[src/source/x86_pkg.sv]
//**********************************************************
// x86 byte encodings, field typedefs and the opcode table
//**********************************************************
package x86_pkg;

  typedef logic [7:0]  byte_t;
  typedef logic [31:0] eip_t;
  typedef logic [31:0] word_t;
  typedef logic [3:0]  len_t;
  typedef logic [2:0]  seg_t;

  localparam int MAX_PREFIX = 4;

  localparam seg_t SEG_ES = 3'd0;
  localparam seg_t SEG_CS = 3'd1;
  localparam seg_t SEG_SS = 3'd2;
  localparam seg_t SEG_DS = 3'd3;
  localparam seg_t SEG_FS = 3'd4;
  localparam seg_t SEG_GS = 3'd5;

  // Prefix bytes
  localparam byte_t PFX_REPNE  = 8'hF2;
  localparam byte_t PFX_CS     = 8'h2E;
  localparam byte_t PFX_SS     = 8'h36;
  localparam byte_t PFX_DS     = 8'h3E;
  localparam byte_t PFX_ES     = 8'h26;
  localparam byte_t PFX_FS     = 8'h64;
  localparam byte_t PFX_GS     = 8'h65;
  localparam byte_t PFX_OPSIZE = 8'h66;
  localparam byte_t PFX_ESC    = 8'h0F;

  localparam byte_t OP_HLT  = 8'hF4;
  localparam byte_t OP_IRET = 8'hCF;

  // Full means 4 bytes, or 2 under the 66 prefix
  typedef enum logic [1:0] {
    IMM_NONE,
    IMM_BYTE,
    IMM_FULL
  } imm_kind_t;

  typedef struct packed {
    logic      legal;
    logic      has_modrm;
    imm_kind_t imm_kind;
  } op_class_t;

  function automatic op_class_t opcode_class(input logic esc, input byte_t op);
    op_class_t c;
    c = '{legal: 1'b0, has_modrm: 1'b0, imm_kind: IMM_NONE};
    if (esc) begin
      // imul r32, r/m32 is the only two-byte opcode
      if (op == 8'hAF) c = '{legal: 1'b1, has_modrm: 1'b1, imm_kind: IMM_NONE};
    end else begin
      case (op) inside
        8'h01, 8'h89:        c = '{legal: 1'b1, has_modrm: 1'b1, imm_kind: IMM_NONE};
        8'h83:               c = '{legal: 1'b1, has_modrm: 1'b1, imm_kind: IMM_BYTE};
        8'h05, [8'hB8:8'hBF]: c = '{legal: 1'b1, has_modrm: 1'b0, imm_kind: IMM_FULL};
        8'hE8:               c = '{legal: 1'b1, has_modrm: 1'b0, imm_kind: IMM_FULL};
        8'hEB:               c = '{legal: 1'b1, has_modrm: 1'b0, imm_kind: IMM_BYTE};
        8'h90, 8'hC3, OP_IRET, OP_HLT: c = '{legal: 1'b1, has_modrm: 1'b0, imm_kind: IMM_NONE};
        default:             c = '{legal: 1'b0, has_modrm: 1'b0, imm_kind: IMM_NONE};
      endcase
    end
    return c;
  endfunction

endpackage
[src/source/decode_pipe_pkg.sv]
//**********************************************************
// Payload structs passed between the decode stages
//**********************************************************
package decode_pipe_pkg;

  localparam int FETCH_BYTES = 16;

  typedef struct packed {
    x86_pkg::byte_t [FETCH_BYTES-1:0] window;
    x86_pkg::eip_t                    eip;
  } fetch_t;

  typedef struct packed {
    logic [2:0]    count;
    logic          repne;
    logic          opsize16;
    logic          esc;
    logic          seg_over;
    x86_pkg::seg_t seg;
  } prefix_t;

  typedef struct packed {
    fetch_t  fetch;
    prefix_t pfx;
  } scan_t;

  typedef struct packed {
    scan_t              scan;
    x86_pkg::byte_t     opcode;
    x86_pkg::byte_t     modrm;
    x86_pkg::byte_t     sib;
    x86_pkg::op_class_t cls;
    logic               sib_pr;
    logic [2:0]         disp_bytes;
    logic [2:0]         imm_bytes;
  } fields_t;

  typedef struct packed {
    x86_pkg::byte_t opcode;
    logic           esc;
    logic           modrm_pr;
    x86_pkg::byte_t modrm;
    logic           sib_pr;
    x86_pkg::byte_t sib;
    x86_pkg::word_t disp;
    x86_pkg::word_t imm;
    x86_pkg::len_t  len;
    x86_pkg::eip_t  eip;
    x86_pkg::eip_t  eip_next;
    logic           repne;
    logic           opsize16;
    logic           seg_over;
    x86_pkg::seg_t  seg;
    logic           hlt;
    logic           iret;
    logic           illegal;
  } decoded_t;

endpackage

[src/source/prefix_scan.sv]
//**********************************************************
// Stage 1 prefix scanner and its register slot
//**********************************************************
module prefix_scan #(
  parameter int WINDOW_BYTES = 16
) (
  input  logic                    clk,
  input  logic                    rst,
  input  logic                    in_valid,
  output logic                    in_ready,
  input  decode_pipe_pkg::fetch_t in_data,
  output logic                    out_valid,
  input  logic                    out_ready,
  output decode_pipe_pkg::scan_t  out_data
);

  x86_pkg::byte_t [WINDOW_BYTES-1:0] win;
  decode_pipe_pkg::prefix_t          pfx;
  logic                              run;

  always_comb begin
    win = '0;
    win[decode_pipe_pkg::FETCH_BYTES-1:0] = in_data.window;
  end

  // Walk the leading run so the last segment override wins
  always_comb begin
    pfx = '0;
    run = 1'b1;
    for (int i = 0; i < x86_pkg::MAX_PREFIX; i++) begin
      if (run) begin
        case (win[i])
          x86_pkg::PFX_REPNE:  pfx.repne = 1'b1;
          x86_pkg::PFX_OPSIZE: pfx.opsize16 = 1'b1;
          x86_pkg::PFX_ESC:    pfx.esc = 1'b1;
          x86_pkg::PFX_ES: begin
            pfx.seg_over = 1'b1;
            pfx.seg      = x86_pkg::SEG_ES;
          end
          x86_pkg::PFX_CS: begin
            pfx.seg_over = 1'b1;
            pfx.seg      = x86_pkg::SEG_CS;
          end
          x86_pkg::PFX_SS: begin
            pfx.seg_over = 1'b1;
            pfx.seg      = x86_pkg::SEG_SS;
          end
          x86_pkg::PFX_DS: begin
            pfx.seg_over = 1'b1;
            pfx.seg      = x86_pkg::SEG_DS;
          end
          x86_pkg::PFX_FS: begin
            pfx.seg_over = 1'b1;
            pfx.seg      = x86_pkg::SEG_FS;
          end
          x86_pkg::PFX_GS: begin
            pfx.seg_over = 1'b1;
            pfx.seg      = x86_pkg::SEG_GS;
          end
          default: run = 1'b0;
        endcase
        if (run) begin
          pfx.count = pfx.count + 3'd1;
        end
      end
    end
  end

  assign in_ready = !out_valid || out_ready;

  always_ff @(posedge clk) begin
    if (rst) begin
      out_valid <= 1'b0;
    end else if (in_valid && in_ready) begin
      out_valid <= 1'b1;
    end else if (out_ready) begin
      out_valid <= 1'b0;
    end
  end

  always_ff @(posedge clk) begin
    if (in_valid && in_ready) begin
      out_data.fetch <= in_data;
      out_data.pfx   <= pfx;
    end
  end

endmodule

[config.mk]
export PLATFORM = sky130hd
export DESIGN_NAME = prefix_scan
export DESIGN_NICKNAME = d
export VERILOG_FILES = /design/src/source/x86_pkg.sv /design/src/source/decode_pipe_pkg.sv /design/src/source/prefix_scan.sv
export SDC_FILE = /design/constraint.sdc
export NUM_CORES = 1
export LEC_CHECK = 0
export CELL_PAD_IN_SITES_DETAIL_PLACEMENT = 0
export CELL_PAD_IN_SITES_GLOBAL_PLACEMENT = 1
export CORE_AREA = 2 2 132 134
export CTS_CLUSTER_SIZE = 25
export DETAILED_ROUTE_END_ITERATION = 8
export DIE_AREA = 0 0 134 136
export DONT_BUFFER_PORTS = 1
export PLACE_DENSITY = 0.68
export REMOVE_ABC_BUFFERS = 1
export SLEW_MARGIN = 20
export SYNTH_ARGS = -nofsm -noshare
export SYNTH_HDL_FRONTEND = slang
export SYNTH_SLANG_ARGS = --single-unit
[constraint.sdc]
create_clock -name clk -period 6.5 [get_ports clk]
set_clock_uncertainty 0.15 [all_clocks]
set_input_delay 0.65 -clock clk [delete_from_list [all_inputs] [get_ports clk]]
set_output_delay 0.65 -clock clk [all_outputs]
set_load 0.02 [all_outputs]
==> flow_summary_export.csv, run 1 <==
group,metric,value,unit
clocking,cts_resized,0,
pwr,power.clock.fraction,41.2,%
synth,synth_edf_count,170,
clocking,cts_root_buf,"clkbuf_16",
global_route,gr-total-overflow,0,
die,dieHeight,136,um
drt,drt_first_pass_iters,4,
synth,synth_cell_types,55,
worst_hold_path,min_path_type,"in -> reg",
clocking,cts_tree,"done",
worst_hold_path,holdPathStages,1,
synth,seq_area_frac_synth,85.4,%
synth,yosys_warnings,0,
timing,setup_viol,0,
setup_path,reg2reg_slack,4040,ps
clocking,htree_num_levels,4,
synth,syn_inst,298,
drt,ant_nets,0,
timing,max_freq,406,MHz
setup_path,worstSetupPathType,"reg -> reg",
timing,rsz0062_at_grt,"false",
synth,syn_area,6000,sq um
clocking,numClockSinks,171,
final_layout,final_common_cell,"edfxtp_1",
synth,synth-compound-area-share,5.25,%
setup_path,cp.arrival,2360,ps
pwr,power_leakage,0.00228,uW
final_layout,drive_above_1_share,13.3,%
setup_path,worstReg2RegEnd,"out_data[29]",
final_layout,fillers,1492,
synth,synth.avg_cell_area,20.1,sq um
final_layout,fin_nets,482,
setup_path,reg2reg_from,"out_valid",
pwr,ir_worst_vdd,158,uV
final_layout,n_antenna_cell,0,
synth,synthAdderAreaFrac,0.209,%
synth,synth-simple-area-share,8.05,%
flow_run,max_cap_violations,0,
drt,drc,0,
clocking,clkLatencyLatePin,420,ps
timing,hold_viol_final,0,
synth,post_synth_xor_area_fraction,0,%
timing,slew_headroom,36.6,%
final_layout,final_area,6900,sq um
final_layout,syn2layout_area_growth,14.9,%
drt,wl_per_cell,27.2,um
clocking,clk_pin_slew_worst_paths,70,ps
die,rows,48,
clocking,post_cts_buffers,0,
die,start_util,35.6,%
placed_design,dp_slack,3770,ps
placed_design,dpl-instance-area,6280,sq um
die,core-area,16900,sq um
global_route,grt_max_degree,78,
pwr,p_switching,582,uW
clocking,hold_buffers,0,
pwr,pwr-share-comb,1.9,%
timing,post-route-period-util,37.9,%
die,die-area,18200,sq um
synth,synthArstFlopShare,0,%
final_layout,utilization,40.9,%
clocking,cts_buffers,17,
synth,synth-main-ff-cell,"edfxtp_1",
setup_path,critical_path.max_fanout,77,
final_layout,final_cell_mix,"170 x edfxtp_1, 17 x clkbuf_16, 12 x nor2_1, 8 x nand2_1, 7 x a21oi_1",
run_status,status,"complete, no violations",
timing,worst_slew_pin_slew,951,ps
synth,synth-seq-cells,171,
setup_path,cp-end-kind,"flop",
synth,synth_top_family_by_area,"simple AND/OR/NAND/NOR gates",
clocking,cts_buffer_depth,2,
global_route,antenna_found_initial,1,
drt,via_per_inst,5.21,
pwr,switching_share,23.6,%
worst_hold_path,whs_endpoint,"out_valid",
timing,setup_ws,4040,ps
setup_path,cp_data_required_time,6400,ps
setup_path,reg2regPathDepth,3,
pwr,power_density,358,nW/um^2
pwr,seqPwrFrac,56.9,%
drt,drt_iter0_drc,251,
drt,num_vias,2893,
timing,report.final.slew_viol_count,0,
timing,finalSetupTns,0,ps
synth,yosys-mux-area-fraction,0.521,%
pwr,p_total,2470,uW
placed_design,finalWeightedCongestion,0.791,
die,fp.dieW,134,um
pwr,p_int,1890,uW
setup_path,cp-start-kind,"flop",
drt,wl,15.1,mm
global_route,first_global_vias,2776,
timing,fin_crit,2460,ps
global_route,grt_usage,15.8,%
placed_design,dp_hpwl,11.5,mm
die,pin_count,336,
worst_hold_path,min-delay-start,"rst",
placed_design,numPortBuffers,0,
global_route,grt_pass1_wl,20.1,mm
worst max-delay path, cell delays in order, from the launching register on:
cell and delay (ps):
dfxtp_1 380, nand2b_1 270, and2_4 430, buf_4 770
stage by stage:
stage	std cells	hold slack, ps
after global placement	523	572
after detailed placement	523	575
after global routing	555	123
after CTS	555	119
after floorplan	296	569
final	555	140
registers in the layout, indices dropped and copies added, names as in the netlist:
| signal | cells |
|---|---|
| out_data | 170 |
| out_valid | 1 |
routing by layer:
layer	vias up	track usage [%]	wire length (um)
li1	1249	-	-
met5	-	0	13
met4	2	6.09	320
met2	176	28.1	8200
met3	23	7.98	1360
met1	1443	15.7	5210
how the worst max path moves through the flow:
stage	start	end	slack, ps	depth (start not counted)
floorplan	out_ready	out_data[0]	970	2
global placement	out_ready	out_data[110]	3840	3
detailed placement	out_ready	out_data[110]	3770	3
CTS	out_valid	out_data[82]	4030	3
global route	out_valid	out_data[91]	3940	3
finish	out_valid	out_data[29]	4040	3
synth_stat cells (3+ instances only):
master,n,area [sq um]
nand3_1,4,20.0
nor2_1,12,45.0
nand4_1,4,25.0
a21oi_1,7,35.0
nor4b_1,3,26.3
nor3_1,4,20.0
nand2_1,8,30.0
nor3b_1,6,45.0
o21ai_0,4,20.0
o22ai_1,3,18.8
nor2b_1,6,37.5
nand2b_1,5,31.3
nor4bb_1,3,30.0
inv_1,5,18.8
edfxtp_1,170,5100
power by group through the flow:
stage          logic, uW  registers [uW]  clock network (uW)
6_report            46.2            1410                1020
5_1_grt             50.8            1410                1090
4_1_cts             47.1            1410                1050
3_5_place_dp        46.8            1430                   0
3_3_place_gp        45.0            1430                   0
2_1_floorplan       35.3            1420                   0
cells by family (layout without fill, tap and decap cells):
family | count (synthesis) | after routing
mux | 3 | 3
flops | 171 | 171
buf+inv | 7 | 39
simple gates | 77 | 77
compound gates | 39 | 39
fa+ha+maj | 1 | 1
area by class of cell:
class / instances / area, sq um / share of cell area [%]
tap: 225 / 282 / 4.08
timing repair buffer: 2 / 15.0 / 0.218
multi-input combinational: 120 / 845 / 12.2
sequential: 171 / 5120 / 74.3
clock buffer: 17 / 425 / 6.17
inverter: 5 / 18.8 / 0.272
clock inverter: 15 / 185 / 2.69
Note: power is estimated with default switching activity, not from simulation.
==> inputs of run 2 (changes only) <==
- clock period: 6.5 -> 2.5 ns (I/O delays scaled with it)
==> run 2 against run 1 <==
The flow now stops in clock tree synthesis (4_1_cts). Synthesized cell count unchanged. Area after synthesis unchanged.
==> flow_summary_export.csv, run 2 <==
group,metric,value,unit
synth,synth-seq-cells,171,
run_status,status,"stopped before the end",
synth,synth-compound-area-share,5.25,%
placed_design,numPortBuffers,0,
clocking,post_cts_buffers,0,
clocking,cts_root_buf,"clkbuf_16",
synth,synth_top_cell_area_share,85.1,%
synth,yosys-mux-area-fraction,0.521,%
synth,synth_top_area_cell,"edfxtp_1",
synth,synth.avg_cell_area,20.1,sq um
clocking,cts_buffer_depth,2,
synth,netlist_top_cells_count,"170 x edfxtp_1, 12 x nor2_1, 8 x nand2_1, 7 x a21oi_1",
clocking,cts_buffers,17,
synth,synth_area_leaders,"edfxtp_1 85%, nor2_1 0.75%, nor3b_1 0.75%, nor2b_1 0.63%, a21oi_1 0.58%",
placed_design,dp_slack,273,ps
synth,synth_edf_count,170,
synth,synthArstFlopShare,0,%
synth,synth-simple-area-share,8.05,%
run_status,stop_stage,"clock tree synthesis (4_1_cts)",
clocking,hold_buffers,113,
die,fp.dieW,134,um
synth,synth_top_family_by_area,"simple AND/OR/NAND/NOR gates",
synth,synth_most_common_cell,"edfxtp_1",
synth,post_synth_xor_area_fraction,0,%
placed_design,dp_hpwl,11.6,mm
die,rows,48,
synth,yosys_warnings,0,
synth,seq_area_frac_synth,85.4,%
die,dieHeight,136,um
clocking,cts_resized,0,
synth,synth_cell_types,55,
clocking,numClockSinks,171,
die,start_util,35.6,%
die,pin_count,336,
run_status,stop_error,"[ERROR RSZ-0060] Max buffer count reached.",
placed_design,finalWeightedCongestion,0.833,
synth,syn_area,6000,sq um
clocking,htree_num_levels,4,
synth,synthAdderAreaFrac,0.209,%
synth,syn_inst,298,
synth,synth-main-ff-cell,"edfxtp_1",
==> run 2: kinds of logic after synthesis <==
logic type	Yosys count
mux	3
fa+ha+maj	1
compound gates	39
simple gates	77
flops	171
buf+inv	7
==> run 2: per-stage QoR <==
step,instances,area (sq um),TNS (ps)
detailed placement,528,6350,0
global placement,528,6350,0
floorplan,296,5990,-465970
==> inputs of run 3 (changes only) <==
- CELL_PAD_IN_SITES_DETAIL_PLACEMENT: 0 -> default
- CELL_PAD_IN_SITES_GLOBAL_PLACEMENT: 1 -> default
- CORE_AREA: 2 2 132 134 -> 2 2 130 132
- CTS_CLUSTER_SIZE: 25 -> default
- DIE_AREA: 0 0 134 136 -> 0 0 132 134
- PLACE_DENSITY: 0.68 -> default
- PLACE_DENSITY_LB_ADDON: default -> 0.15
==> run 3 against run 2 <==
Area after synthesis is the same. The flow again stops in clock tree synthesis (4_1_cts). Synthesized cell count is the same.
==> flow_summary_export.csv, run 3 <==
group,metric,value,unit
run_status,status,"stopped before the end",
run_status,stop_stage,"clock tree synthesis (4_1_cts)",
run_status,stop_error,"[ERROR RSZ-0060] Max buffer count reached.",
synth,seq_area_frac_synth,85.4,%
placed_design,dp_cells,524,
synth,synth_top_cell_area_share,85.1,%
synth,synth_area_leaders,"edfxtp_1 85%, nor2_1 0.75%, nor3b_1 0.75%, nor2b_1 0.63%, a21oi_1 0.58%",
placed_design,dp_hpwl,10.8,mm
synth,synthArstFlopShare,0,%
die,fp.dieW,132,um
synth,synth.avg_cell_area,20.1,sq um
synth,netlist_top_cells_count,"170 x edfxtp_1, 12 x nor2_1, 8 x nand2_1, 7 x a21oi_1",
clocking,hold_buffers,112,
clocking,numClockSinks,171,
synth,syn_area,6000,sq um
synth,synth_most_common_cell,"edfxtp_1",
die,start_util,36.8,%
clocking,cts_buffers,17,
synth,synth_edf_count,170,
clocking,post_cts_buffers,0,
die,pin_count,336,
die,dieHeight,134,um
die,rows,47,
clocking,htree_num_levels,4,
clocking,cts_buffer_depth,2,
placed_design,dp_slack,254,ps
synth,yosys_warnings,0,
placed_design,numPortBuffers,0,
synth,synth_cell_types,55,
synth,synth-seq-cells,171,
synth,syn_inst,298,
clocking,cts_root_buf,"clkbuf_16",
synth,synth-main-ff-cell,"edfxtp_1",
clocking,cts_resized,0,
synth,synth_top_area_cell,"edfxtp_1",
placed_design,finalWeightedCongestion,0.810,
## run 3: cell counts after synthesis
No cell type changed its count.
## run 3: cell families after synthesis
kind of cell,share of synthesized area [%]
compound gates,5.25
flops,85.4
buf+inv,0.563
fa+ha+maj,0.208
mux,0.521
simple gates,8.05
## run 3: stage by stage
step / area (sq um) / TNS, ps
2_1_floorplan: 5990 / -465970
3_5_place_dp: 6370 / 0
3_3_place_gp: 6370 / 0
