$ cat config.mk
export PLATFORM = sky130hd
export DESIGN_NAME = opcode_lookup
export DESIGN_NICKNAME = d
export VERILOG_FILES = /design/src/source/x86_pkg.sv /design/src/source/decode_pipe_pkg.sv /design/src/source/opcode_lookup.sv
export SDC_FILE = /design/constraint.sdc
export NUM_CORES = 1
export LEC_CHECK = 0
export BUFFER_PORTS_ARGS = -buffer_cell sky130_fd_sc_hd__clkbuf_2
export CORE_MARGIN = 2
export CORE_UTILIZATION = 35
export DETAILED_ROUTE_END_ITERATION = 6
export SLEW_MARGIN = 20
export SYNTH_ARGS = -nofsm -noshare
export SYNTH_HDL_FRONTEND = slang
export SYNTH_SLANG_ARGS = --single-unit
export TNS_END_PERCENT = 10
$ cat constraint.sdc
create_clock -name clk -period 6.45 [get_ports clk]
set_input_delay 0 -clock clk [delete_from_list [all_inputs] [get_ports clk]]
set_output_delay 0 -clock clk [all_outputs]
set_load 0.1 [all_outputs]
$ cat src/source/x86_pkg.sv
//**********************************************************
// x86 byte encodings, field typedefs and the opcode table
//**********************************************************
package x86_pkg;

  typedef logic [7:0]  byte_t;
  typedef logic [31:0] eip_t;
  typedef logic [31:0] word_t;
  typedef logic [3:0]  len_t;
  typedef logic [2:0]  seg_t;

  localparam int MAX_PREFIX = 4;

  localparam seg_t SEG_ES = 3'd0;
  localparam seg_t SEG_CS = 3'd1;
  localparam seg_t SEG_SS = 3'd2;
  localparam seg_t SEG_DS = 3'd3;
  localparam seg_t SEG_FS = 3'd4;
  localparam seg_t SEG_GS = 3'd5;

  // Prefix bytes
  localparam byte_t PFX_REPNE  = 8'hF2;
  localparam byte_t PFX_CS     = 8'h2E;
  localparam byte_t PFX_SS     = 8'h36;
  localparam byte_t PFX_DS     = 8'h3E;
  localparam byte_t PFX_ES     = 8'h26;
  localparam byte_t PFX_FS     = 8'h64;
  localparam byte_t PFX_GS     = 8'h65;
  localparam byte_t PFX_OPSIZE = 8'h66;
  localparam byte_t PFX_ESC    = 8'h0F;

  localparam byte_t OP_HLT  = 8'hF4;
  localparam byte_t OP_IRET = 8'hCF;

  // Full means 4 bytes, or 2 under the 66 prefix
  typedef enum logic [1:0] {
    IMM_NONE,
    IMM_BYTE,
    IMM_FULL
  } imm_kind_t;

  typedef struct packed {
    logic      legal;
    logic      has_modrm;
    imm_kind_t imm_kind;
  } op_class_t;

  function automatic op_class_t opcode_class(input logic esc, input byte_t op);
    op_class_t c;
    c = '{legal: 1'b0, has_modrm: 1'b0, imm_kind: IMM_NONE};
    if (esc) begin
      // imul r32, r/m32 is the only two-byte opcode
      if (op == 8'hAF) c = '{legal: 1'b1, has_modrm: 1'b1, imm_kind: IMM_NONE};
    end else begin
      case (op) inside
        8'h01, 8'h89:        c = '{legal: 1'b1, has_modrm: 1'b1, imm_kind: IMM_NONE};
        8'h83:               c = '{legal: 1'b1, has_modrm: 1'b1, imm_kind: IMM_BYTE};
        8'h05, [8'hB8:8'hBF]: c = '{legal: 1'b1, has_modrm: 1'b0, imm_kind: IMM_FULL};
        8'hE8:               c = '{legal: 1'b1, has_modrm: 1'b0, imm_kind: IMM_FULL};
        8'hEB:               c = '{legal: 1'b1, has_modrm: 1'b0, imm_kind: IMM_BYTE};
        8'h90, 8'hC3, OP_IRET, OP_HLT: c = '{legal: 1'b1, has_modrm: 1'b0, imm_kind: IMM_NONE};
        default:             c = '{legal: 1'b0, has_modrm: 1'b0, imm_kind: IMM_NONE};
      endcase
    end
    return c;
  endfunction

endpackage
$ cat src/source/decode_pipe_pkg.sv
//**********************************************************
// Payload structs passed between the decode stages
//**********************************************************
package decode_pipe_pkg;

  localparam int FETCH_BYTES = 16;

  typedef struct packed {
    x86_pkg::byte_t [FETCH_BYTES-1:0] window;
    x86_pkg::eip_t                    eip;
  } fetch_t;

  typedef struct packed {
    logic [2:0]    count;
    logic          repne;
    logic          opsize16;
    logic          esc;
    logic          seg_over;
    x86_pkg::seg_t seg;
  } prefix_t;

  typedef struct packed {
    fetch_t  fetch;
    prefix_t pfx;
  } scan_t;

  typedef struct packed {
    scan_t              scan;
    x86_pkg::byte_t     opcode;
    x86_pkg::byte_t     modrm;
    x86_pkg::byte_t     sib;
    x86_pkg::op_class_t cls;
    logic               sib_pr;
    logic [2:0]         disp_bytes;
    logic [2:0]         imm_bytes;
  } fields_t;

  typedef struct packed {
    x86_pkg::byte_t opcode;
    logic           esc;
    logic           modrm_pr;
    x86_pkg::byte_t modrm;
    logic           sib_pr;
    x86_pkg::byte_t sib;
    x86_pkg::word_t disp;
    x86_pkg::word_t imm;
    x86_pkg::len_t  len;
    x86_pkg::eip_t  eip;
    x86_pkg::eip_t  eip_next;
    logic           repne;
    logic           opsize16;
    logic           seg_over;
    x86_pkg::seg_t  seg;
    logic           hlt;
    logic           iret;
    logic           illegal;
  } decoded_t;

endpackage

$ cat src/source/opcode_lookup.sv
//**********************************************************
// Stage 2 opcode, ModRM and SIB selection
//**********************************************************
module opcode_lookup #(
  parameter int WINDOW_BYTES = 16
) (
  input  logic                     clk,
  input  logic                     rst,
  input  logic                     in_valid,
  output logic                     in_ready,
  input  decode_pipe_pkg::scan_t   in_data,
  output logic                     out_valid,
  input  logic                     out_ready,
  output decode_pipe_pkg::fields_t out_data
);

  x86_pkg::byte_t [WINDOW_BYTES-1:0] win;
  int                                ofs;
  x86_pkg::byte_t                    opcode;
  x86_pkg::byte_t                    modrm_raw;
  x86_pkg::byte_t                    sib_raw;
  x86_pkg::op_class_t                cls;
  logic [1:0]                        mode;
  logic [2:0]                        rm;
  logic                              sib_pr;
  logic [2:0]                        disp_bytes;
  logic [2:0]                        imm_bytes;

  always_comb begin
    win = '0;
    win[decode_pipe_pkg::FETCH_BYTES-1:0] = in_data.fetch.window;
  end

  // Opcode sits right after the prefix run
  assign ofs       = int'(in_data.pfx.count);
  assign opcode    = win[ofs];
  assign modrm_raw = win[ofs+1];
  assign sib_raw   = win[ofs+2];

  assign cls  = x86_pkg::opcode_class(in_data.pfx.esc, opcode);
  assign mode = modrm_raw[7:6];
  assign rm   = modrm_raw[2:0];

  // 32-bit addressing forms only
  always_comb begin
    sib_pr     = 1'b0;
    disp_bytes = 3'd0;
    if (cls.has_modrm) begin
      sib_pr = (mode != 2'b11) && (rm == 3'b100);
      case (mode)
        2'b00: begin
          if (rm == 3'b101 || (sib_pr && sib_raw[2:0] == 3'b101)) begin
            disp_bytes = 3'd4;
          end
        end
        2'b01:   disp_bytes = 3'd1;
        2'b10:   disp_bytes = 3'd4;
        default: disp_bytes = 3'd0;
      endcase
    end
  end

  always_comb begin
    case (cls.imm_kind)
      x86_pkg::IMM_BYTE: imm_bytes = 3'd1;
      x86_pkg::IMM_FULL: imm_bytes = in_data.pfx.opsize16 ? 3'd2 : 3'd4;
      default:           imm_bytes = 3'd0;
    endcase
  end

  assign in_ready = !out_valid || out_ready;

  always_ff @(posedge clk) begin
    if (rst) begin
      out_valid <= 1'b0;
    end else if (in_valid && in_ready) begin
      out_valid <= 1'b1;
    end else if (out_ready) begin
      out_valid <= 1'b0;
    end
  end

  // Absent ModRM and SIB bytes are passed on as zero
  always_ff @(posedge clk) begin
    if (in_valid && in_ready) begin
      out_data.scan       <= in_data;
      out_data.opcode     <= opcode;
      out_data.modrm      <= cls.has_modrm ? modrm_raw : 8'h00;
      out_data.sib        <= sib_pr ? sib_raw : 8'h00;
      out_data.cls        <= cls;
      out_data.sib_pr     <= sib_pr;
      out_data.disp_bytes <= disp_bytes;
      out_data.imm_bytes  <= imm_bytes;
    end
  end

endmodule

==> results.tsv, run 1 <==
metric	value	unit
status	finished clean	
p_int	2.72	mW
synthCells	441	
p_comb_share	26.4	%
cts_setup_buffers	0	
cts_tree	done	
io_buffers	379	
maxCapViolCount	0	
die_h	164	µm
fillers	2032	
die-area	0.0269	mm²
wl_per_cell	20.5	µm
pwr-share-seq	38.6	%
fp-row-count	58	
post-route-util	54.4	%
place_congestion	0.783	
setup_tns	0	ns
clkTransAtPathRegs	0.06	ns
synth_warnings	0	
final_hold_viol_count	0	
setup_viol	0	
grt_pass1_vias	7111	
antenna_cells	0	
hold_buffers	169	
area_growth	53.0	%
crit_required	6.73	ns
r2r_end	out_data[91]	
layout_commonest_cell	clkbuf_2	
setup.worst_path.class	in -> reg	
drtAntennaViolNets	0	
clk_latency	0.53	ns
clock_path_buffers	3	
fmax	324	MHz
synth_compound_area_share	1.91	%
htreeDepth	1	
fin_crit	3.09	ns
synth_fa_ha_area_share	0.279	%
fin_worst_skew	0.0109	ns
cp-start-kind	input pin	
worst_pin_slew	0.907	ns
layout_common_cells	clkbuf_2, edfxtp_1, dlygate4sd3_1	
p_sw_share	33.7	%
wirelength	27400	µm
slew_headroom	39.5	%
hold_end	out_data[42]	
whs_path_depth	1	
drt_iter0_drc	617	
arrival	3.36	ns
pwr_density_cell	299	mW/mm²
end_kind	register	
ys_types	48	
leakagePower	5.55	nW
overflow	0	
r2r-start	out_valid	
coreArea	0.0252	mm²
dpl.hpwl	18700	µm
syn-cell-area	0.00896	mm²
num-nets-final	1168	
grtUsageTotal	19.9	%
numCtsBuffers	25	
regToRegSetupSlack	4.16	ns
synth-simple-area-share	3.85	%
hp-class	in -> reg	
synth-seq-cells	205	
synth_xor_area_share	0.293	%
num_vias	6629	
vdd_drop_max	219	µV
min_from	in_data[7]	
grt_pass1_wl	40600	µm
drive_above_1_share	51.3	%
switchingPower	1.38	mW
synth_nets	617	
initial_core_util	35.6	%
io_pins	381	
clockRootBuffer	clkbuf_16	
synth_top_family_by_area	multiplexers	
cts_resized	0	
synth_area_per_cell	20.3	µm²
ys_seq_area_share	68.6	%
post-route-period-util	47.9	%
ff2ff_path_depth	3	
drc_errors	0	
setup_slack	3.36	ns
grt_max_degree	138	
antenna_found_initial	0	
synth_mux_area_share	22.8	%
slew_violations	0	
rsz0062_at_grt	no	
die_x	164	µm
clkPwrFrac	35.0	%
critical_path_peak_fanout	19	
avgViaCountPerCell	4.95	
clock_sinks	205	
first_pass_iters	4	
dp_slack	2.78	ns
## routing by layer
layer  up-vias  global-route usage, %  part of all wire (%)
met5         -                      0                     0
met4         0                   6.90                   3.3
met3        59                   3.84                   6.7
met2       319                   35.5                    52
met1      3295                   24.1                    38
li1       2956                      -                     -
## cell type report
type / count / area, µm² / area share, %
timing repair buffer: 551 / 3630 / 26.4
clock inverter: 16 / 201 / 1.47
inverter: 12 / 45.0 / 0.329
multi-input combinational: 197 / 2640 / 19.2
sequential: 205 / 6150 / 44.8
tap: 330 / 413 / 3.01
clock buffer: 29 / 641 / 4.67
## through the flow
step / cell area [µm²] / cells / hold WS, ns / total power, mW
after floorplan: 8960 / 441 / 0.0691 / 2.40
after global placement: 11200 / 1126 / 0.158 / 2.61
after detailed placement: 11200 / 1126 / 0.165 / 2.61
after CTS: 13700 / 1340 / 0.0169 / 4.14
after global routing: 13700 / 1340 / 0.0346 / 4.24
final: 13700 / 1340 / 0.00992 / 4.10
## synth_stat cells (all sizes together)
cell type / n / area [µm²]
nand4: 5 / 31.3
nor3b: 7 / 52.6
or2: 2 / 12.5
nand2b: 2 / 12.5
o311a: 1 / 10.0
clkinv: 1 / 3.75
xor2: 2 / 17.5
o21ai: 5 / 25.0
nor3: 9 / 60.1
conb: 1 / 3.75
mux2: 7 / 78.8
o32ai: 1 / 8.76
a31oi: 4 / 25.0
mux4: 75 / 1690
nand3: 2 / 10.0
and3: 1 / 6.26
dfxtp: 1 / 20.0
a211oi: 1 / 7.51
a311oi: 1 / 8.76
nor4: 2 / 18.8
a221oi: 1 / 15.0
nand2: 10 / 40.0
o21bai: 1 / 7.51
ha: 2 / 25.0
nor2b: 3 / 18.8
o41a: 1 / 11.3
a21oi: 7 / 35.0
xnor2: 1 / 8.76
inv: 11 / 41.3
nor2: 17 / 63.8
a2111oi: 2 / 17.5
and2: 3 / 18.8
clkbuf: 9 / 35.0
buf: 18 / 125
edfxtp: 204 / 6130
mux2i: 21 / 273
## kinds of logic (layout without fill, tap and decap cells)
| family | count (synthesis) | in the layout |
|---|---|---|
| buffers and inverters | 39 | 608 |
| other | 1 | 1 |
| AO/OA/AOI/OAI | 25 | 25 |
| flip-flops | 205 | 205 |
| adder cells (fa/ha/maj) | 2 | 2 |
| XOR/XNOR | 3 | 3 |
| multiplexers | 103 | 103 |
| AND/OR/NAND/NOR | 63 | 63 |
## power by group through the flow
stage	sequential, mW	clock (mW)	combinational [mW]
6_report	1.58	1.43	1.08
5_1_grt	1.59	1.52	1.13
4_1_cts	1.58	1.47	1.09
3_5_place_dp	1.61	0	1.00
3_3_place_gp	1.61	0	1.00
2_1_floorplan	2.17	0	0.237
## registers in the layout, indices dropped and copies added, names as in the netlist
register / cells
out_data: 204
out_valid: 1
## worst max-delay path by stage
| stage | depth (start not counted) | to | slack (ns) | startpoint |
|---|---|---|---|---|
| after floorplan | 2 | out_data[0] | 1.78 | out_valid |
| after global placement | 9 | out_data[5] | 2.85 | in_data[7] |
| after detailed placement | 9 | out_data[5] | 2.78 | in_data[7] |
| after CTS | 9 | out_data[5] | 3.36 | in_data[7] |
| after global routing | 9 | out_data[5] | 2.99 | in_data[7] |
| final | 10 | out_data[5] | 3.36 | in_data[105] |
## critical path, stage by stage
cell,delay (ns)
dlygate4sd3_1,0.54
clkbuf_2,0.14
mux4_2,0.47
mux2i_1,0.58
inv_1,0.26
and2_1,0.22
mux2i_1,0.14
o41a_1,0.72
inv_1,0.13
o311a_1,0.14
Note: power is estimated with default switching activity, not from simulation.
==> run 2, diff against run 1 <==
==> constraint.sdc (replaced) <==
create_clock -name clk -period 2.6 [get_ports clk]
set_input_delay 0 -clock clk [delete_from_list [all_inputs] [get_ports clk]]
set_output_delay 0 -clock clk [all_outputs]
set_load 0.1 [all_outputs]
==> results.tsv, run 2 (synthesis gave the netlist of run 1 again) <==
metric	value	unit	change
status	finished clean		
grtUsageTotal	19.7	%	-0.24 points
cts_tree	done		
p_sw_share	33.3	%	-0.34 points
wl_per_cell	20.0	µm	-2.4%
slew_headroom	60.1	%	+21 points
largest_register_ffs	204		unchanged
clockRootBuffer	clkbuf_16		
total_power	10.2	mW	+150%
antenna_found_initial	0		unchanged
grt-busiest-layer	met2		
die_h	164	µm	unchanged
path_delay_family	buffers and inverters		
antenna_cells	0		unchanged
top_regs	out_data (204), out_valid (1)		
post-route-period-util	88.2	%	
end_kind	register		
dpl.hpwl	18900	µm	+1.3%
p_comb_share	27.0	%	+0.6 points
layout_common_cells	clkbuf_2, edfxtp_1, dlygate4sd3_1		
fin_worst_skew	0.00797	ns	-0.00294 ns
fmax	436	MHz	
grt_pass1_wl	40100	µm	-1.3%
met1_usage	24.5	%	+0.44 points
clock_path_buffers	3		unchanged
pwr-share-seq	38.5	%	about the same
maxCapViolCount	0		unchanged
setup_viol	0		unchanged
arrival	2.56	ns	-0.80 ns
first_pass_iters	5		+1
regMostFlops	out_data		
dpl_cell_area	0.0115	mm²	+2.5%
clk_latency	0.53	ns	about the same
cts_setup_buffers	0		unchanged
slowest_stage	dlygate4sd3_1		
cpPeakStageDelay	0.56	ns	-0.16 ns
global_route.usage.met3	3.54	%	-0.30 points
drive_above_1_share	52.4	%	+1.1 points
avgViaCountPerCell	4.88		-1.4%
fillers	2021		-0.54%
grt_pass1_vias	6992		-1.7%
hp-class	in -> reg		
fin_hold_ws	0.00384	ns	-0.00607 ns
slew_violations	0		unchanged
fp-row-count	58		unchanged
coreArea	0.0252	mm²	unchanged
grt_max_degree	71		-49%
clock_sinks	205		unchanged
post-route-util	55.5	%	+1.1 points
area_growth	56.0	%	
io_pins	381		unchanged
crit_required	2.87	ns	-3.86 ns
final_hold_viol_count	0		unchanged
numCtsBuffers	25		unchanged
drtAntennaViolNets	0		unchanged
drc_errors	0		unchanged
die_x	164	µm	unchanged
layout_commonest_cell	clkbuf_2		
clkTransAtPathRegs	0.06	ns	about the same
critical_path_peak_fanout	19		unchanged
pwr_density_cell	728	mW/mm²	+140%
overflow	0		unchanged
clkPwrFrac	34.5	%	-0.5 points
p_int	6.79	mW	+150%
num-nets-final	1194		+2.2%
leakagePower	5.70	nW	+2.7%
switchingPower	3.40	mW	+150%
path_cells	dlygate4sd3_1, clkbuf_2, mux4_2, mux2i_1, buf_4, inv_1, and2_1, mux2i_1, o41a_1, buf_12, inv_1, o311a_1		
htreeDepth	1		unchanged
crit_buf_inv	6		+2
grtUsageMet2	34.9	%	-0.59 points
rsz0062_at_grt	no		
num_vias	6666		+0.56%
cp-start-kind	input pin		
vdd_drop_max	512	µV	+130%
die-area	0.0269	mm²	unchanged
initial_core_util	35.6	%	unchanged
final_area	0.0140	mm²	+2.0%
fin_crit	2.29	ns	
drt_iter0_drc	491		-20%
worst_pin_slew	0.602	ns	-0.306 ns
place_congestion	0.798		+1.9%
io_buffers	379		unchanged
wirelength	27300	µm	-0.53%
setup.worst_path.class	in -> reg		
-- run 2: changes by cell type in the layout (fill, tap and decap cells not counted), sizes merged --
cell	before	now
dlygate4sd3	169	170
inv	13	12
buf	5	30
clkinv	10	9
clkbuf	406	408
-- run 2: final timing paths --
| path | startpoint | to | slack (ns) | cells after the start |
|---|---|---|---|---|
| setup / recovery | in_data[89] | out_data[5] | 0.31 | 12 |
| hold / removal | in_data[8] | out_data[43] | 0.004 | 2 |
| setup reg to reg | out_valid | out_data[67] | 1.14 | 3 |
| hold reg to reg | out_valid | out_data[180] | 0.79 | 2 |
-- run 2: metrics by stage --
stage,worst slack [ns],instances,TNS (ns)
5_1_grt,0.0788,1366,0
3_3_place_gp,0.0248,1151,0
6_report,0.308,1366,0
2_1_floorplan,-0.105,441,-21.44
3_5_place_dp,-0.0521,1151,-0.159
4_1_cts,0.303,1366,0
-- run 2: timing repair --
item | 4_1_cts | 5_1_grt
gates resized for setup | 0 | 0
hold buffers | 170 | 0
hold endpoints to repair | 182 | 0
-- run 2: layer usage --
layer	routed length [µm]	vias to the layer above	part of all wire, %
li1	-	3013	-
met1	10500	3326	39
met2	14200	280	52
met3	1760	47	6.4
met4	724	0	2.7
met5	0	-	0
-- run 2: final cells by class --
class	instances	area, µm²	share of cell area [%]
clock inverter	14	181	1.30
multi-input combinational	197	2650	18.9
clock buffer	31	648	4.64
sequential	205	6150	44.0
timing repair buffer	577	3900	27.9
tap	330	413	2.95
inverter	12	45.0	0.322
-- run 2: power groups by stage --
stage / clock, mW / sequential (mW) / combinational [mW]
after detailed placement: 0 / 3.99 / 2.55
after CTS: 3.59 / 3.92 / 2.76
after global routing: 3.71 / 3.94 / 2.87
after global placement: 0 / 3.98 / 2.55
after floorplan: 0 / 5.37 / 0.590
final: 3.51 / 3.92 / 2.75
==> run 3, diff against run 2 <==
--- a/config.mk
+++ b/config.mk
@@ -6,6 +6,7 @@
 export NUM_CORES = 1
 export LEC_CHECK = 0
 export BUFFER_PORTS_ARGS = -buffer_cell sky130_fd_sc_hd__clkbuf_2
+export CORE_ASPECT_RATIO = 0.8
 export CORE_MARGIN = 2
 export CORE_UTILIZATION = 35
 export DETAILED_ROUTE_END_ITERATION = 6
==> constraint.sdc (replaced) <==
create_clock -name clk -period 2.6 [get_ports clk]
set_input_delay 0 -clock clk [delete_from_list [all_inputs] [get_ports clk]]
set_output_delay 0 -clock clk [all_outputs]
set_load 0.01 [all_outputs]
==> results.tsv, run 3 (synthesis gave the netlist of run 1 again) <==
metric	value	unit	change
status	finished clean		
die_h	147	µm	-10%
fmax	419	MHz	-4.0%
htreeDepth	1		unchanged
overflow	0		unchanged
whs_path_depth	4		+2
cp-start-kind	input pin		
slew_headroom	66.9	%	+6.8 points
num_vias	6726		+0.90%
rsz0062_at_grt	no		
clock_sinks	205		unchanged
clk_latency	0.51	ns	-0.02 ns
layout_commonest_cell	clkbuf_2		
critical_path_peak_fanout	12		-7
switchingPower	2.09	mW	-38%
io_buffers	379		unchanged
grt_pass1_vias	7090		+1.4%
vdd_drop_max	475	µV	-7.3%
worst_pin_slew	0.484	ns	-0.117 ns
coreArea	0.0252	mm²	+0.25%
drtAntennaViolNets	0		unchanged
leakagePower	5.68	nW	-0.45%
slowest_stage	dlygate4sd3_1		
antenna_cells	0		unchanged
arrival	2.72	ns	+0.16 ns
clockRootBuffer	clkbuf_16		
fp-row-count	52		-10%
initial_core_util	35.5	%	-0.088 points
die-area	0.0269	mm²	about the same
grtUsageTotal	20.7	%	+1.0 points
numCtsBuffers	23		-8.0%
clkTransAtPathRegs	0.06	ns	about the same
cts_tree	done		
hp-class	in -> reg		
clkPwrFrac	37.0	%	+2.5 points
place_congestion	0.812		+1.8%
fin_crit	2.39	ns	+0.0948 ns
grt_max_degree	71		unchanged
regMostFlops	out_data		
layout_common_cells	clkbuf_2, edfxtp_1, dlygate4sd3_1		
r2r-start	out_valid		
pwr_density_cell	621	mW/mm²	-15%
antenna_found_initial	0		unchanged
first_pass_iters	4		-1
wl_per_cell	21.0	µm	+5.0%
cts_setup_buffers	0		unchanged
p_sw_share	24.2	%	-9.2 points
path_cells	dlygate4sd3_1, clkbuf_2, buf_6, xor2_2, buf_12, mux4_2, mux2i_2, o21ai_0, or2_4, nor3b_1		
drive_above_1_share	52.5	%	about the same
fin_worst_skew	0.0122	ns	+0.00426 ns
area_growth	55.4	%	
maxCapViolCount	0		unchanged
io_pins	381		unchanged
clock_path_buffers	3		unchanged
grt_pass1_wl	42100	µm	+5.0%
crit_required	2.93	ns	+0.06 ns
pwr-share-seq	45.4	%	+6.9 points
total_power	8.64	mW	-15%
drt_iter0_drc	385		-22%
setup_viol	0		unchanged
avgViaCountPerCell	4.95		+1.4%
regToRegSetupSlack	0.92	ns	-0.22 ns
top_regs	out_data (204), out_valid (1)		
post-route-period-util	91.8	%	+3.6 points
slew_violations	0		unchanged
crit_start	in_data[9]		
min_from	in_data[7]		
p_comb_share	17.6	%	-9.4 points
final_hold_viol_count	0		unchanged
end_kind	register		
p_int	6.55	mW	-3.5%
die_x	183	µm	+12%
drc_errors	0		unchanged
dpl.hpwl	19700	µm	+4.3%
wirelength	28500	µm	+4.5%
stdcell_count	1359		-0.51%
cpPeakStageDelay	0.54	ns	-0.02 ns
largest_register_ffs	204		unchanged
setup.worst_path.class	in -> reg		
placedCellCount	1151		unchanged
num-nets-final	1198		+0.34%
setup_tns	0	ns	unchanged
ff2ff_path_depth	3		unchanged
[run 3: critical path: cells and delay by family]
kind / cells / cell delay, ns
AO/OA/AOI/OAI: 1 / 0.14
buffers and inverters: 4 / 1.07
multiplexers: 2 / 0.77
XOR/XNOR: 1 / 0.21
AND/OR/NAND/NOR: 2 / 0.53
[run 3: area by class of cell]
type,instances,area (µm²)
fill,2051,11300
sequential,205,6150
timing repair buffer,583,3970
multi-input combinational,197,2640
clock buffer,29,598
tap,324,405
clock inverter,9,119
inverter,12,45.0
[run 3: path summary, 6_finish.rpt]
check | endpoint
max | out_data[13]
min | out_data[19]
max reg2reg | out_data[178]
min reg2reg | out_data[71]
[run 3: timing repair]
item                                   in CTS  in global routing
endpoints found under the hold margin     174                  0
resized for setup                           0                  4
hold buffers                              170                  0
setup endpoints to repair                   0                  9
[run 3: power groups by stage]
stage	clock network, mW	registers [mW]	logic, mW
after global routing	3.39	3.94	1.63
after floorplan	0	4.10	0.578
after CTS	3.24	3.92	1.52
after detailed placement	0	3.99	1.31
final	3.20	3.93	1.52
after global placement	0	3.99	1.30
[run 3: layer usage]
layer | track usage [%] | share of wire (%)
met1 | 26.5 | 40
met2 | 35.3 | 50
met3 | 4.91 | 7.1
met4 | 5.68 | 2.8
met5 | 0 | 0
[run 3: stage by stage]
step	hold slack (ns)	util [%]	worst slack, ns	area, µm²
CTS	0.0712	55.1	0.00432	13900
detailed placement	0.158	45.5	0.0144	11500
global route	0.0631	55.2	0.0700	13900
global placement	0.159	45.5	0.0918	11500
finish	0.0542	55.2	0.213	13900
floorplan	0.0691	-	0.0638	8970
